<file path="config.mk">
export PLATFORM = sky130hd
export DESIGN_NAME = pipeline_top
export DESIGN_NICKNAME = d
export VERILOG_FILES = /design/src/mem_bus_pkg.sv /design/src/pipe_types_pkg.sv /design/src/register_access.sv /design/src/address_generation.sv /design/src/memory_read.sv /design/src/execute.sv /design/src/pipeline_top.sv
export SDC_FILE = /design/constraint.sdc
export NUM_CORES = 1
export LEC_CHECK = 0
export BUFFER_PORTS_ARGS = -buffer_cell sky130_fd_sc_hd__buf_2
export CAP_MARGIN = 20
export CORE_ASPECT_RATIO = 1.2
export CORE_MARGIN = 1.5
export CORE_UTILIZATION = 23
export CTS_CLUSTER_SIZE = 40
export DETAILED_ROUTE_END_ITERATION = 10
export SYNTH_ARGS = -nofsm -noshare
export SYNTH_HDL_FRONTEND = slang
export SYNTH_SLANG_ARGS = --single-unit
</file>
<file path="constraint.sdc">
create_clock -name clk -period 10.78 [get_ports clk]
set_input_delay 1.617 -clock clk [delete_from_list [all_inputs] [get_ports clk]]
set_output_delay 1.617 -clock clk [all_outputs]
set_load 0.02 [all_outputs]
</file>
<file path="src/mem_bus_pkg.sv">
package mem_bus_pkg;

   localparam int ADDR_W = 32;
   localparam int DATA_W = 32;

   typedef logic [ADDR_W-1:0] mem_addr_t;
   typedef logic [DATA_W-1:0] mem_data_t;

   typedef struct packed {
      mem_addr_t address;
   } read_req_t;

   typedef struct packed {
      mem_addr_t address;
      mem_data_t data;
   } write_req_t;

   // stores issued by execute and not yet accepted by memory
   typedef logic [1:0] store_count_t;

endpackage

</file>
<file path="src/pipe_types_pkg.sv">
package pipe_types_pkg;

   localparam int WORD_W    = 32;
   localparam int NUM_REGS  = 8;
   localparam int REG_IDX_W = 3;

   typedef logic [WORD_W-1:0]    word_t;
   typedef logic [REG_IDX_W-1:0] reg_idx_t;

   typedef enum logic [2:0] {
      alu_add,
      alu_sub,
      alu_and,
      alu_or,
      alu_xor,
      alu_mov
   } alu_op_e;

   // rr: dst op src, ri: dst op imm, rm: dst op mem, mr: mem op src back to mem
   typedef enum logic [1:0] {
      mode_rr,
      mode_ri,
      mode_rm,
      mode_mr
   } op_mode_e;

   // imm doubles as displacement in the memory modes
   typedef struct packed {
      alu_op_e  alu_op;
      op_mode_e mode;
      reg_idx_t dst;
      reg_idx_t src;
      reg_idx_t base;
      word_t    imm;
   } uop_t;

   typedef struct packed {
      alu_op_e  alu_op;
      op_mode_e mode;
      reg_idx_t dst;
      word_t    op_a;
      word_t    op_b;
      word_t    base_value;
      word_t    imm;
   } regs_stage_t;

   typedef struct packed {
      alu_op_e  alu_op;
      op_mode_e mode;
      reg_idx_t dst;
      word_t    op_a;
      word_t    op_b;
      word_t    address;
   } addr_stage_t;

   // memory operand already merged into op_a or op_b
   typedef struct packed {
      alu_op_e  alu_op;
      op_mode_e mode;
      reg_idx_t dst;
      word_t    op_a;
      word_t    op_b;
      word_t    address;
   } exe_stage_t;

   typedef struct packed {
      reg_idx_t dst;
      word_t    value;
   } commit_t;

endpackage

</file>
<file path="src/register_access.sv">
`timescale 1ns/1ps

module register_access (
   input  logic                        clk,
   input  logic                        rst_n,
   input  logic                        uop_valid,
   output logic                        uop_ready,
   input  pipe_types_pkg::uop_t        uop,
   output logic                        regs_valid,
   input  logic                        regs_ready,
   output pipe_types_pkg::regs_stage_t regs,
   input  logic                        commit_valid,
   input  pipe_types_pkg::commit_t     commit
);

   pipe_types_pkg::word_t               rf [pipe_types_pkg::NUM_REGS];
   logic [pipe_types_pkg::NUM_REGS-1:0] busy;
   logic [pipe_types_pkg::NUM_REGS-1:0] busy_set;
   logic [pipe_types_pkg::NUM_REGS-1:0] busy_clr;
   logic                                uses_dst;
   logic                                uses_src;
   logic                                uses_base;
   logic                                blocked;
   logic                                accept;

   // dst is read and written in every mode but mr
   assign uses_dst  = (uop.mode != pipe_types_pkg::mode_mr);
   assign uses_src  = (uop.mode == pipe_types_pkg::mode_rr) ||
                      (uop.mode == pipe_types_pkg::mode_mr);
   assign uses_base = (uop.mode == pipe_types_pkg::mode_rm) ||
                      (uop.mode == pipe_types_pkg::mode_mr);

   // no bypass, wait for the writeback edge
   assign blocked = (uses_dst && busy[uop.dst]) ||
                    (uses_src && busy[uop.src]) ||
                    (uses_base && busy[uop.base]);

   assign uop_ready = !blocked && (!regs_valid || regs_ready);
   assign accept    = uop_valid && uop_ready;

   always_comb begin
      busy_set = '0;
      busy_clr = '0;
      if (accept && uses_dst) begin
         busy_set[uop.dst] = 1'b1;
      end
      if (commit_valid) begin
         busy_clr[commit.dst] = 1'b1;
      end
   end

   always_ff @(posedge clk or negedge rst_n) begin
      if (!rst_n) begin
         busy       <= '0;
         regs_valid <= 1'b0;
      end else begin
         busy       <= (busy & ~busy_clr) | busy_set;
         regs_valid <= accept || (regs_valid && !regs_ready);
      end
   end

   // register file, cleared so reads after reset see zero
   always_ff @(posedge clk or negedge rst_n) begin
      if (!rst_n) begin
         for (int i = 0; i < pipe_types_pkg::NUM_REGS; i++) begin
            rf[i] <= '0;
         end
      end else if (commit_valid) begin
         rf[commit.dst] <= commit.value;
      end
   end

   // operand latch
   always_ff @(posedge clk) begin
      if (accept) begin
         regs.alu_op     <= uop.alu_op;
         regs.mode       <= uop.mode;
         regs.dst        <= uop.dst;
         regs.op_a       <= rf[uop.dst];
         regs.op_b       <= (uop.mode == pipe_types_pkg::mode_ri) ? uop.imm : rf[uop.src];
         regs.base_value <= rf[uop.base];
         regs.imm        <= uop.imm;
      end
   end

endmodule

</file>
<file path="src/address_generation.sv">
`timescale 1ns/1ps

module address_generation (
   input  logic                        clk,
   input  logic                        rst_n,
   input  logic                        regs_valid,
   output logic                        regs_ready,
   input  pipe_types_pkg::regs_stage_t regs,
   output logic                        addr_valid,
   input  logic                        addr_ready,
   output pipe_types_pkg::addr_stage_t addr
);

   logic                  accept;
   logic                  is_mem;
   pipe_types_pkg::word_t eff_addr;

   assign regs_ready = !addr_valid || addr_ready;
   assign accept     = regs_valid && regs_ready;

   assign is_mem = (regs.mode == pipe_types_pkg::mode_rm) ||
                   (regs.mode == pipe_types_pkg::mode_mr);

   // base plus displacement, wraps at 32 bits
   assign eff_addr = is_mem ? (regs.base_value + regs.imm) : '0;

   always_ff @(posedge clk or negedge rst_n) begin
      if (!rst_n) begin
         addr_valid <= 1'b0;
      end else begin
         addr_valid <= accept || (addr_valid && !addr_ready);
      end
   end

   always_ff @(posedge clk) begin
      if (accept) begin
         addr.alu_op  <= regs.alu_op;
         addr.mode    <= regs.mode;
         addr.dst     <= regs.dst;
         addr.op_a    <= regs.op_a;
         addr.op_b    <= regs.op_b;
         addr.address <= eff_addr;
      end
   end

endmodule

</file>
<file path="src/memory_read.sv">
`timescale 1ns/1ps

module memory_read (
   input  logic                        clk,
   input  logic                        rst_n,
   input  logic                        addr_valid,
   output logic                        addr_ready,
   input  pipe_types_pkg::addr_stage_t addr,
   output logic                        exe_valid,
   input  logic                        exe_ready,
   output pipe_types_pkg::exe_stage_t  exe,
   output logic                        rmem_valid,
   input  logic                        rmem_ready,
   output mem_bus_pkg::read_req_t      rmem_req,
   input  logic                        rmem_dp_valid,
   output logic                        rmem_dp_ready,
   input  mem_bus_pkg::mem_data_t      rmem_dp_data,
   input  logic                        store_done
);

   typedef enum logic [1:0] {idle, request, wait_data, hold} state_e;

   state_e                     state;
   state_e                     state_next;
   pipe_types_pkg::exe_stage_t item;
   mem_bus_pkg::store_count_t  store_cnt;
   logic                       accept;
   logic                       is_mem;
   logic                       to_exe;
   logic                       store_issue;
   logic                       data_in;

   assign is_mem = (addr.mode == pipe_types_pkg::mode_rm) ||
                   (addr.mode == pipe_types_pkg::mode_mr);

   // hold frees up in the same cycle execute takes the item
   assign addr_ready  = (state == idle) || ((state == hold) && exe_ready);
   assign accept      = addr_valid && addr_ready;
   assign exe_valid   = (state == hold);
   assign exe         = item;
   assign to_exe      = exe_valid && exe_ready;
   assign store_issue = to_exe && (item.mode == pipe_types_pkg::mode_mr);

   // loads wait until every older store has reached memory
   assign rmem_valid       = (state == request) && (store_cnt == '0);
   assign rmem_req.address = item.address;
   assign rmem_dp_ready    = (state == wait_data);
   assign data_in          = rmem_dp_valid && rmem_dp_ready;

   always_comb begin
      state_next = state;
      case (state)
         idle, hold: begin
            if (accept) begin
               state_next = is_mem ? request : hold;
            end else if (to_exe) begin
               state_next = idle;
            end
         end
         request: begin
            if (rmem_valid && rmem_ready) begin
               state_next = wait_data;
            end
         end
         wait_data: begin
            if (rmem_dp_valid) begin
               state_next = hold;
            end
         end
         default: state_next = idle;
      endcase
   end

   always_ff @(posedge clk or negedge rst_n) begin
      if (!rst_n) begin
         state     <= idle;
         store_cnt <= '0;
      end else begin
         state <= state_next;
         case ({store_issue, store_done})
            2'b10:   store_cnt <= store_cnt + 2'd1;
            2'b01:   store_cnt <= store_cnt - 2'd1;
            default: store_cnt <= store_cnt;
         endcase
      end
   end

   // memory data goes to op_b for loads, op_a for read-modify-write
   always_ff @(posedge clk) begin
      if (accept) begin
         item.alu_op  <= addr.alu_op;
         item.mode    <= addr.mode;
         item.dst     <= addr.dst;
         item.op_a    <= addr.op_a;
         item.op_b    <= addr.op_b;
         item.address <= addr.address;
      end else if (data_in) begin
         if (item.mode == pipe_types_pkg::mode_rm) begin
            item.op_b <= rmem_dp_data;
         end else begin
            item.op_a <= rmem_dp_data;
         end
      end
   end

endmodule

</file>
<file path="src/execute.sv">
`timescale 1ns/1ps

module execute (
   input  logic                       clk,
   input  logic                       rst_n,
   input  logic                       exe_valid,
   output logic                       exe_ready,
   input  pipe_types_pkg::exe_stage_t exe,
   output logic                       commit_valid,
   output pipe_types_pkg::commit_t    commit,
   output logic                       wmem_valid,
   input  logic                       wmem_ready,
   output mem_bus_pkg::write_req_t    wmem_req,
   output logic                       store_done
);

   pipe_types_pkg::word_t result;
   logic                  accept;
   logic                  is_store;

   always_comb begin
      case (exe.alu_op)
         pipe_types_pkg::alu_add: result = exe.op_a + exe.op_b;
         pipe_types_pkg::alu_sub: result = exe.op_a - exe.op_b;
         pipe_types_pkg::alu_and: result = exe.op_a & exe.op_b;
         pipe_types_pkg::alu_or:  result = exe.op_a | exe.op_b;
         pipe_types_pkg::alu_xor: result = exe.op_a ^ exe.op_b;
         default:                 result = exe.op_b;
      endcase
   end

   // only a pending write can stall this stage
   assign exe_ready  = !wmem_valid || wmem_ready;
   assign accept     = exe_valid && exe_ready;
   assign is_store   = (exe.mode == pipe_types_pkg::mode_mr);
   assign store_done = wmem_valid && wmem_ready;

   always_ff @(posedge clk or negedge rst_n) begin
      if (!rst_n) begin
         commit_valid <= 1'b0;
         wmem_valid   <= 1'b0;
      end else begin
         commit_valid <= accept && !is_store;
         wmem_valid   <= (accept && is_store) || (wmem_valid && !wmem_ready);
      end
   end

   always_ff @(posedge clk) begin
      if (accept && !is_store) begin
         commit.dst   <= exe.dst;
         commit.value <= result;
      end
      // write request stays put until memory takes it
      if (accept && is_store) begin
         wmem_req.address <= exe.address;
         wmem_req.data    <= result;
      end
   end

endmodule

</file>
<file path="src/pipeline_top.sv">
`timescale 1ns/1ps

module pipeline_top (
   input  logic                    clk,
   input  logic                    rst_n,
   input  logic                    uop_valid,
   output logic                    uop_ready,
   input  pipe_types_pkg::uop_t    uop,
   output logic                    rmem_valid,
   input  logic                    rmem_ready,
   output mem_bus_pkg::read_req_t  rmem_req,
   input  logic                    rmem_dp_valid,
   output logic                    rmem_dp_ready,
   input  mem_bus_pkg::mem_data_t  rmem_dp_data,
   output logic                    wmem_valid,
   input  logic                    wmem_ready,
   output mem_bus_pkg::write_req_t wmem_req,
   output logic                    commit_valid,
   output pipe_types_pkg::commit_t commit
);

   logic                        regs_valid;
   logic                        regs_ready;
   pipe_types_pkg::regs_stage_t regs;
   logic                        addr_valid;
   logic                        addr_ready;
   pipe_types_pkg::addr_stage_t addr;
   logic                        exe_valid;
   logic                        exe_ready;
   pipe_types_pkg::exe_stage_t  exe;
   logic                        store_done;

   register_access i_register_access (
      .clk          (clk),
      .rst_n        (rst_n),
      .uop_valid    (uop_valid),
      .uop_ready    (uop_ready),
      .uop          (uop),
      .regs_valid   (regs_valid),
      .regs_ready   (regs_ready),
      .regs         (regs),
      .commit_valid (commit_valid),
      .commit       (commit)
   );

   address_generation i_address_generation (
      .clk        (clk),
      .rst_n      (rst_n),
      .regs_valid (regs_valid),
      .regs_ready (regs_ready),
      .regs       (regs),
      .addr_valid (addr_valid),
      .addr_ready (addr_ready),
      .addr       (addr)
   );

   memory_read i_memory_read (
      .clk           (clk),
      .rst_n         (rst_n),
      .addr_valid    (addr_valid),
      .addr_ready    (addr_ready),
      .addr          (addr),
      .exe_valid     (exe_valid),
      .exe_ready     (exe_ready),
      .exe           (exe),
      .rmem_valid    (rmem_valid),
      .rmem_ready    (rmem_ready),
      .rmem_req      (rmem_req),
      .rmem_dp_valid (rmem_dp_valid),
      .rmem_dp_ready (rmem_dp_ready),
      .rmem_dp_data  (rmem_dp_data),
      .store_done    (store_done)
   );

   // commit also feeds back to the register file
   execute i_execute (
      .clk          (clk),
      .rst_n        (rst_n),
      .exe_valid    (exe_valid),
      .exe_ready    (exe_ready),
      .exe          (exe),
      .commit_valid (commit_valid),
      .commit       (commit),
      .wmem_valid   (wmem_valid),
      .wmem_ready   (wmem_ready),
      .wmem_req     (wmem_req),
      .store_done   (store_done)
   );

endmodule

</file>
Word-level counts from Yosys, hierarchy flattened
Cells that the tools add are included.
{"block": "totals", "word_cells": 177, "inputBits": 84, "rom_bits": 0, "mem_bits_rw": 0, "regBits": 715, "latch_bits": 0, "out_inout_bits": 136, "mem_count": 0}
{"block": "classes", "add_sub_neg": 5, "n_reduce_logical": 53, "shifts": 0, "bitwise_logic": 10, "order_cmp": 11, "mux": 37, "multipliers": 0, "eq_ne": 23, "div": 0}
{"cell": "2-to-1 mux 32 bit", "count": 10}
{"cell": "binary-select mux 32 bit (select 3 bit)", "count": 3}
{"cell": "bitwise mux 256 bit", "count": 1}
{"cell": "case mux 32 bit (5 select lines)", "count": 1}
{"cell": "2-to-1 mux 64 bit", "count": 2}
{"cell": "demux 32 bit (select 3 bit)", "count": 1}
{"cell": "adder 32 bit", "count": 2}
{"cell": "bitwise AND 32 bit", "count": 1}
{"cell": "bitwise OR 32 bit", "count": 1}
{"cell": "subtractor 32 bit", "count": 1}
{"cell": "bitwise XOR 32 bit", "count": 1}
{"cell": "equality test 2 bit, second input constant", "count": 11}
{"cell": "logical AND 1 bit", "count": 21}
{"cell": "greater-or-equal comparator 4 bit, second input constant", "count": 4}
{"cell": "< comparator 3 x 4 -> 1 bit, second input constant", "count": 4}
{"cell": "2-to-1 mux 8 bit", "count": 2}
{"cell": "NOT 3 -> 4 bit", "count": 4}
{"cell": "logical OR 1 bit", "count": 13}
{"cell": "2-to-1 mux 2 bit", "count": 5}
{"cell": "binary-select mux 1 bit (select 3 bit)", "count": 3}
{"cell": "bitwise AND 8 bit", "count": 1}
{"cell": "zero test 1 bit", "count": 8}
{"cell": "NOT 8 bit", "count": 1}
{"cell": "bitwise OR 8 bit", "count": 1}
{"cell": "21 further kinds", "count": 37}

Logic depth before layout (Yosys ltp)
{"block": "logic_depth", "ltp_word": 11, "mapped_depth": 18, "mapped_depth_nobuf": 18}

Hierarchy
A second synthesis with hierarchy kept.
{"block": "unflattened", "cells_unflattened": 2825, "area_unflattened_um2": 37180.7}
{"module": "register_access", "seq_area_each_um2": 10715.3, "area_each_um2": 20136.8, "n_inst": 1, "cells_per_inst": 1289}
{"module": "execute", "seq_area_each_um2": 3022.9, "area_each_um2": 7696.1, "n_inst": 1, "cells_per_inst": 806}
{"module": "address_generation", "seq_area_each_um2": 3148.0, "area_each_um2": 4979.8, "n_inst": 1, "cells_per_inst": 387}
{"module": "memory_read", "seq_area_each_um2": 3223.1, "area_each_um2": 4367.9, "n_inst": 1, "cells_per_inst": 343}

Least setup slack after synthesis
Ideal clock, no wire load.
{"block": "synth_timing", "kind": "in2reg", "startpoint": "input wmem_ready", "endpoint": "register i_address_generation.addr[0] (netlist name)", "stages": 5, "path_slack_ns": 3.485, "required_ns": 10.200, "arrival_ns": 6.715, "setup_time_ns": 0.580, "path_buffers": 1, "cell_sequence": "nand2b_1 -> and2_1 -> clkbuf_1 -> nor3b_1 -> nor2b_1"}
{"block": "synth_between", "elab_chain_cells": 5}
{"item": "from (decl)", "line": "pipeline_top.sv:16", "rtl": "input logic wmem_ready,"}
{"item": "logical OR 1 bit", "line": "execute.sv:33", "rtl": "assign exe_ready = !wmem_valid || wmem_ready;"}
{"item": "logical AND 1 bit", "line": "memory_read.sv:37", "rtl": "assign addr_ready = (state == idle) || ((state == hold) && exe_ready);"}
{"item": "logical OR 1 bit", "line": "memory_read.sv:37"}
{"item": "logical OR 1 bit", "line": "address_generation.sv:18", "rtl": "assign regs_ready = !addr_valid || addr_ready;"}
{"item": "logical AND 1 bit", "line": "address_generation.sv:19", "rtl": "assign accept = regs_valid && regs_ready;"}
{"item": "via i_address_generation.accept", "line": "address_generation.sv:14", "rtl": "logic accept;"}
The timed path passes the listed nets, and every way through them passes these cells.
A chain may end at the register's enable or synchronous reset.

Final worst setup path
{"block": "layout_timing", "startpoint": "input uop[35] in the netlist's numbering", "endpoint": "output uop_ready"}
{"block": "layout_between", "elab_chain_cells": 7}
{"item": "from (decl)", "line": "pipeline_top.sv:8", "rtl": "input pipe_types_pkg::uop_t uop,"}
{"item": "binary-select mux 1 bit (select 3 bit)", "line": "register_access.sv:35", "rtl": "(uses_src && busy[uop.src]) ||"}
{"item": "2-to-1 mux 1 bit (implied by the code)", "line": "register_access.sv:35"}
{"item": "logical AND 1 bit", "line": "register_access.sv:35"}
{"item": "logical OR 1 bit", "line": "register_access.sv:34", "rtl": "assign blocked = (uses_dst && busy[uop.dst]) ||"}
{"item": "logical OR 1 bit", "line": "register_access.sv:35"}
{"item": "zero test 1 bit", "line": "register_access.sv:38", "rtl": "assign uop_ready = !blocked && (!regs_valid || regs_ready);"}
{"item": "logical AND 1 bit", "line": "register_access.sv:38"}
{"item": "to (decl)", "line": "pipeline_top.sv:7", "rtl": "output logic uop_ready,"}
No other way between the ends. The select of a mux whose other input is x is not followed.

==> PnR_summary.wiki <==
{| class="wikitable"
! Metric !! Value
|-
| Area share of the largest cell type after synthesis || 36.78%
|-
| Final-report setup violation count || 0
|-
| Total number of clock tree sinks || approximately 720
|-
| Synthesis warning total || 0
|-
| Hold-fix buffer count after cts || 0
|-
| Combinational family with the most area after synthesis || multiplexers
|-
| Fmax || 168.3 MHz
|-
| FFs w/ async S/R, synth || 38.04%
|-
| Total Power Consumption || approximately 14000 uW
|-
| Post-cts repair resize count || 0
|-
| Fraction of final layout cells with drive strength greater than 1 || 28.87%
|-
| DR pass1 iterations || 6
|-
| Internal cell power || 8213 uW
|-
| Worst clock skew || 0.03512 ns
|-
| IO Count || 220
|-
| Max Transition Viols Final || 0
|-
| Static Leak || 0.01630 uW
|-
| Pin count of the biggest net entering global routing || 106
|-
| Clock insertion delay at the later pin of the skew report || 0.66 ns
|-
| Number of remaining DRC errors || 0
|-
| Final Hold Viols || 0
|-
| Seq pwr share || between 40 and 50%
|-
| Die span in y || between 400 and 500 um
|-
| Headroom to the max-slew limit || 26.50%
|-
| Xor-xnor portion of the synthesized cell area || under 10%
|-
| Number of standard cells after synthesis || 2730
|-
| Clock Tree Buf Depth || 3
|-
| Mapped Avg Cell Area || around 13 sq um
|-
| Switch Pwr || approximately 5300 uW
|-
| Synthesis-to-finish area growth || 16.23%
|-
| Net count after synthesis || 2951
|-
| Final period util || 55.11%
|-
| Last weighted congestion value of the routability-driven placer || between 0.8 and 0.9
|-
| Port Buffer Count || around 220
|-
| Transition time of the tightest slew-check pin || between 1 and 1.5 ns
|-
| First DRT Iteration DRCs || approximately 1800
|-
| Post-synthesis cell type with the largest combined area || sky130_fd_sc_hd__edfxtp_1
|-
| Share of the synthesized area in compound gates (AO/OA/AOI/OAI) || roughly a tenth
|-
| Post-CTS Setup Bufs || 0
|-
| Core footprint || between 150000 and 200000 sq um
|-
| Clock power share || 20.0%
|-
| Signal arrival time at the worst endpoint || 4.32 ns
|-
| Count of vias placed by the detailed router || 23860
|-
| Number of rows in the core area || roughly 160
|-
| Level count of the clock H-tree || 3
|-
| First-pass GRT wire length || 164700 um
|-
| Post-synthesis sequential element count || 715
|-
| Top cells by area in the synthesized netlist || sky130_fd_sc_hd__edfxtp_1 37%, sky130_fd_sc_hd__dfrtp_1 19%, sky130_fd_sc_hd__mux2_2 9.0%
|-
| Final HPWL from detailed placement || roughly 79000 um
|-
| Synth Area in Simple Gates || under 10%
|-
| Number of antenna violations at the first check in global routing || 10
|-
| Count of different cell masters after synthesis || 78
|-
| Clock slew at the register clock pins of the worst setup and hold paths || 0.06 ns
|-
| Number of enable flip-flop cells after synthesis || around 440
|-
| Post-synthesis adder-cell area fraction || 4.781%
|-
| Total global routing overflow || 0
|-
| Final-stage net count || 3111
|-
| # fillers || roughly 16000
|-
| Root Buffer || sky130_fd_sc_hd__clkbuf_16
|-
| Top FF cell, synth || sky130_fd_sc_hd__edfxtp_1
|-
| Wirelength, routed || about 110000 um
|-
| Critical Path Sink Type || output pin
|-
| Multiplexer area fraction after synthesis || between 10% and 20%
|-
| Die ar. || 159600 sq um
|-
| Setup repair after global routing missed its margin || false
|-
| Peak ir drop on the vdd network || 140.0 uV
|-
| Part of the total power dissipated in combinational logic || 39.7%
|-
| Outcome || completed
|-
| Register area share after synthesis || 55.60%
|-
| Global-route total usage across every layer || 14.09%
|-
| Category of the most critical setup path || in -> out
|-
| Horizontal die dimension || 365.0 um
|-
| Setup_tns || 0 ns
|-
| Inserted Clock Buffers || 75
|-
| Crit path time final || between 5 and 6 ns
|-
| Post-detailed-route wirelength per cell || 22.63 um
|-
| Netlist area before placement || between 30000 and 40000 sq um
|-
| Vias per std cell || 4.728
|-
| Worst hold path type || reg -> reg
|-
| Clock tree from TritonCTS || built
|-
| Total power density per cell area || 322.5 nW/um^2
|-
| Switch share || 39.42%
|-
| Type of element launching the critical path || input port
|-
| Worst endpoint required time || 9.16 ns
|-
| Vias in the first global route || 23870
|-
| Number of maximum-capacitance constraint violations || 0
|-
| Post-DRT Antenna Nets || 0
|-
| Starting density of the core || between 20% and 30%
|-
| Biggest fanout along the worst timing path || 35
|}
-- worst paths after layout --
| kind | startpoint | to | slack [ns] | depth (start not counted) |
|---|---|---|---|---|
| min in group asynchronous | rst_n | i_register_access.rf[199]$_DFFE_PN0P_ | 0.98 | 1 |
| worst max-delay path | uop[35] | uop_ready | 4.84 | 5 |
| worst min-delay path | i_register_access.regs[106]$_DFFE_PP_ | i_address_generation.addr[74]$_DFFE_PP_ | 0.40 | 0 |
| worst max register to register | i_memory_read.exe[32]$_DFFE_PP_ | i_execute.wmem_req[29]$_DFFE_PP_ | 6.12 | 17 |
| worst min register to register | i_register_access.regs[106]$_DFFE_PP_ | i_address_generation.addr[74]$_DFFE_PP_ | 0.40 | 0 |
| max in group asynchronous | rst_n | i_register_access.rf[119]$_DFFE_PN0P_ | 7.57 | 3 |
-- state kept, by name, summed over array words and instances, names as in the netlist, 2 cells and up --
| signal | flops |
|---|---|
| i_execute.wmem_req | 64 |
| i_address_generation.addr | 104 |
| i_execute.commit | 35 |
| i_register_access.regs | 136 |
| i_register_access.busy | 8 |
| i_memory_read.rmem_req | 32 |
| i_memory_read.exe | 72 |
| i_memory_read.state | 2 |
| i_register_access.rf | 256 |
| i_memory_read.store_cnt | 2 |
-- cell usage after synthesis (all sizes together) (42+ instances only) --
cell type	instances
edfxtp	443
mux2	290
nand2	275
dfrtp	272
ha	135
mux4	132
a21oi	131
a22oi	130
clkbuf	119
nor2	113
inv	106
o21ai	101
xnor2	65
buf	61
nand4	42
-- logic make-up (layout without fill, tap and decap cells) --
| family | Yosys count | in the layout |
|---|---|---|
| AND/OR/NAND/NOR | 537 | 537 |
| XOR/XNOR | 78 | 78 |
| other | 0 | 3 |
| multiplexers | 457 | 457 |
| AO/OA/AOI/OAI | 520 | 520 |
| adder cells (fa/ha/maj) | 137 | 137 |
| buffers and inverters | 286 | 507 |
| flip-flops | 715 | 715 |
-- per-layer routing --
| metal | up-vias | wire length, um | part of all wire (%) | global-route usage (%) |
|---|---|---|---|---|
| met4 | 8 | 3915 | 3.4 | 5.274 |
| met5 | - | 53 | 0.046 | 0 |
| met2 | 934 | 54610 | 48 | 23.36 |
| li1 | 10600 | - | - | - |
| met3 | 215 | 9148 | 8.0 | 3.285 |
| met1 | 12110 | 46480 | 41 | 17.73 |
-- per-stage QoR --
stage / worst slack [ns] / cell area (sq um) / util (%) / hold WS (ns) / cells
6_report: 4.839 / 42040 / 26.88 / 0.3984 / 5047
5_1_grt: 4.777 / 42030 / 26.88 / 0.3931 / 5045
4_1_cts: 4.895 / 42030 / 26.88 / 0.3922 / 5044
3_5_place_dp: 4.616 / 39490 / 25.25 / 0.4045 / 4906
3_3_place_gp: 4.602 / 39490 / 25.25 / 0.4015 / 4906
2_1_floorplan: 3.485 / 36170 / - / 0.4003 / 2730
-- cell usage in the layout (no fill, tap or decap), types with 77 or more instances in the layout --
cell type and n:
sky130_fd_sc_hd__a21oi_1 130, sky130_fd_sc_hd__a22oi_1 130, sky130_fd_sc_hd__buf_2 216, sky130_fd_sc_hd__clkbuf_16 77, sky130_fd_sc_hd__dfrtp_1 272, sky130_fd_sc_hd__edfxtp_1 443, sky130_fd_sc_hd__ha_1 134, sky130_fd_sc_hd__inv_1 103
sky130_fd_sc_hd__mux2_2 290, sky130_fd_sc_hd__mux4_2 132, sky130_fd_sc_hd__nand2_1 275, sky130_fd_sc_hd__nor2_1 110, sky130_fd_sc_hd__o21ai_0 94
-- cell type report --
| cell class | count | area, sq um | area share [%] |
|---|---|---|---|
| clock inverter | 41 | 500.5 | 1.191 |
| inverter | 106 | 406.6 | 0.9673 |
| sequential | 715 | 20110 | 47.84 |
| antenna | 3 | 7.507 | 0.01786 |
| multi-input combinational | 1729 | 14910 | 35.47 |
| tap | 2093 | 2619 | 6.230 |
| clock buffer | 97 | 2042 | 4.857 |
| timing repair buffer | 263 | 1441 | 3.429 |
-- power by group through the flow --
stage	Clock, uW	Sequential (uW)	Combinational (uW)
detailed placement	0	5490	5400
global placement	0	5450	5310
CTS	2770	5450	5430
global route	2880	5610	5930
finish	2710	5470	5380
floorplan	0	5220	3820
-- critical path, cell delays in order --
cell                       delay [ns]
sky130_fd_sc_hd__buf_4           0.57
sky130_fd_sc_hd__mux4_2          0.60
sky130_fd_sc_hd__mux2_2          0.28
sky130_fd_sc_hd__a211oi_1        0.87
sky130_fd_sc_hd__buf_2           0.34
Note: power is estimated with default switching activity, not from simulation.
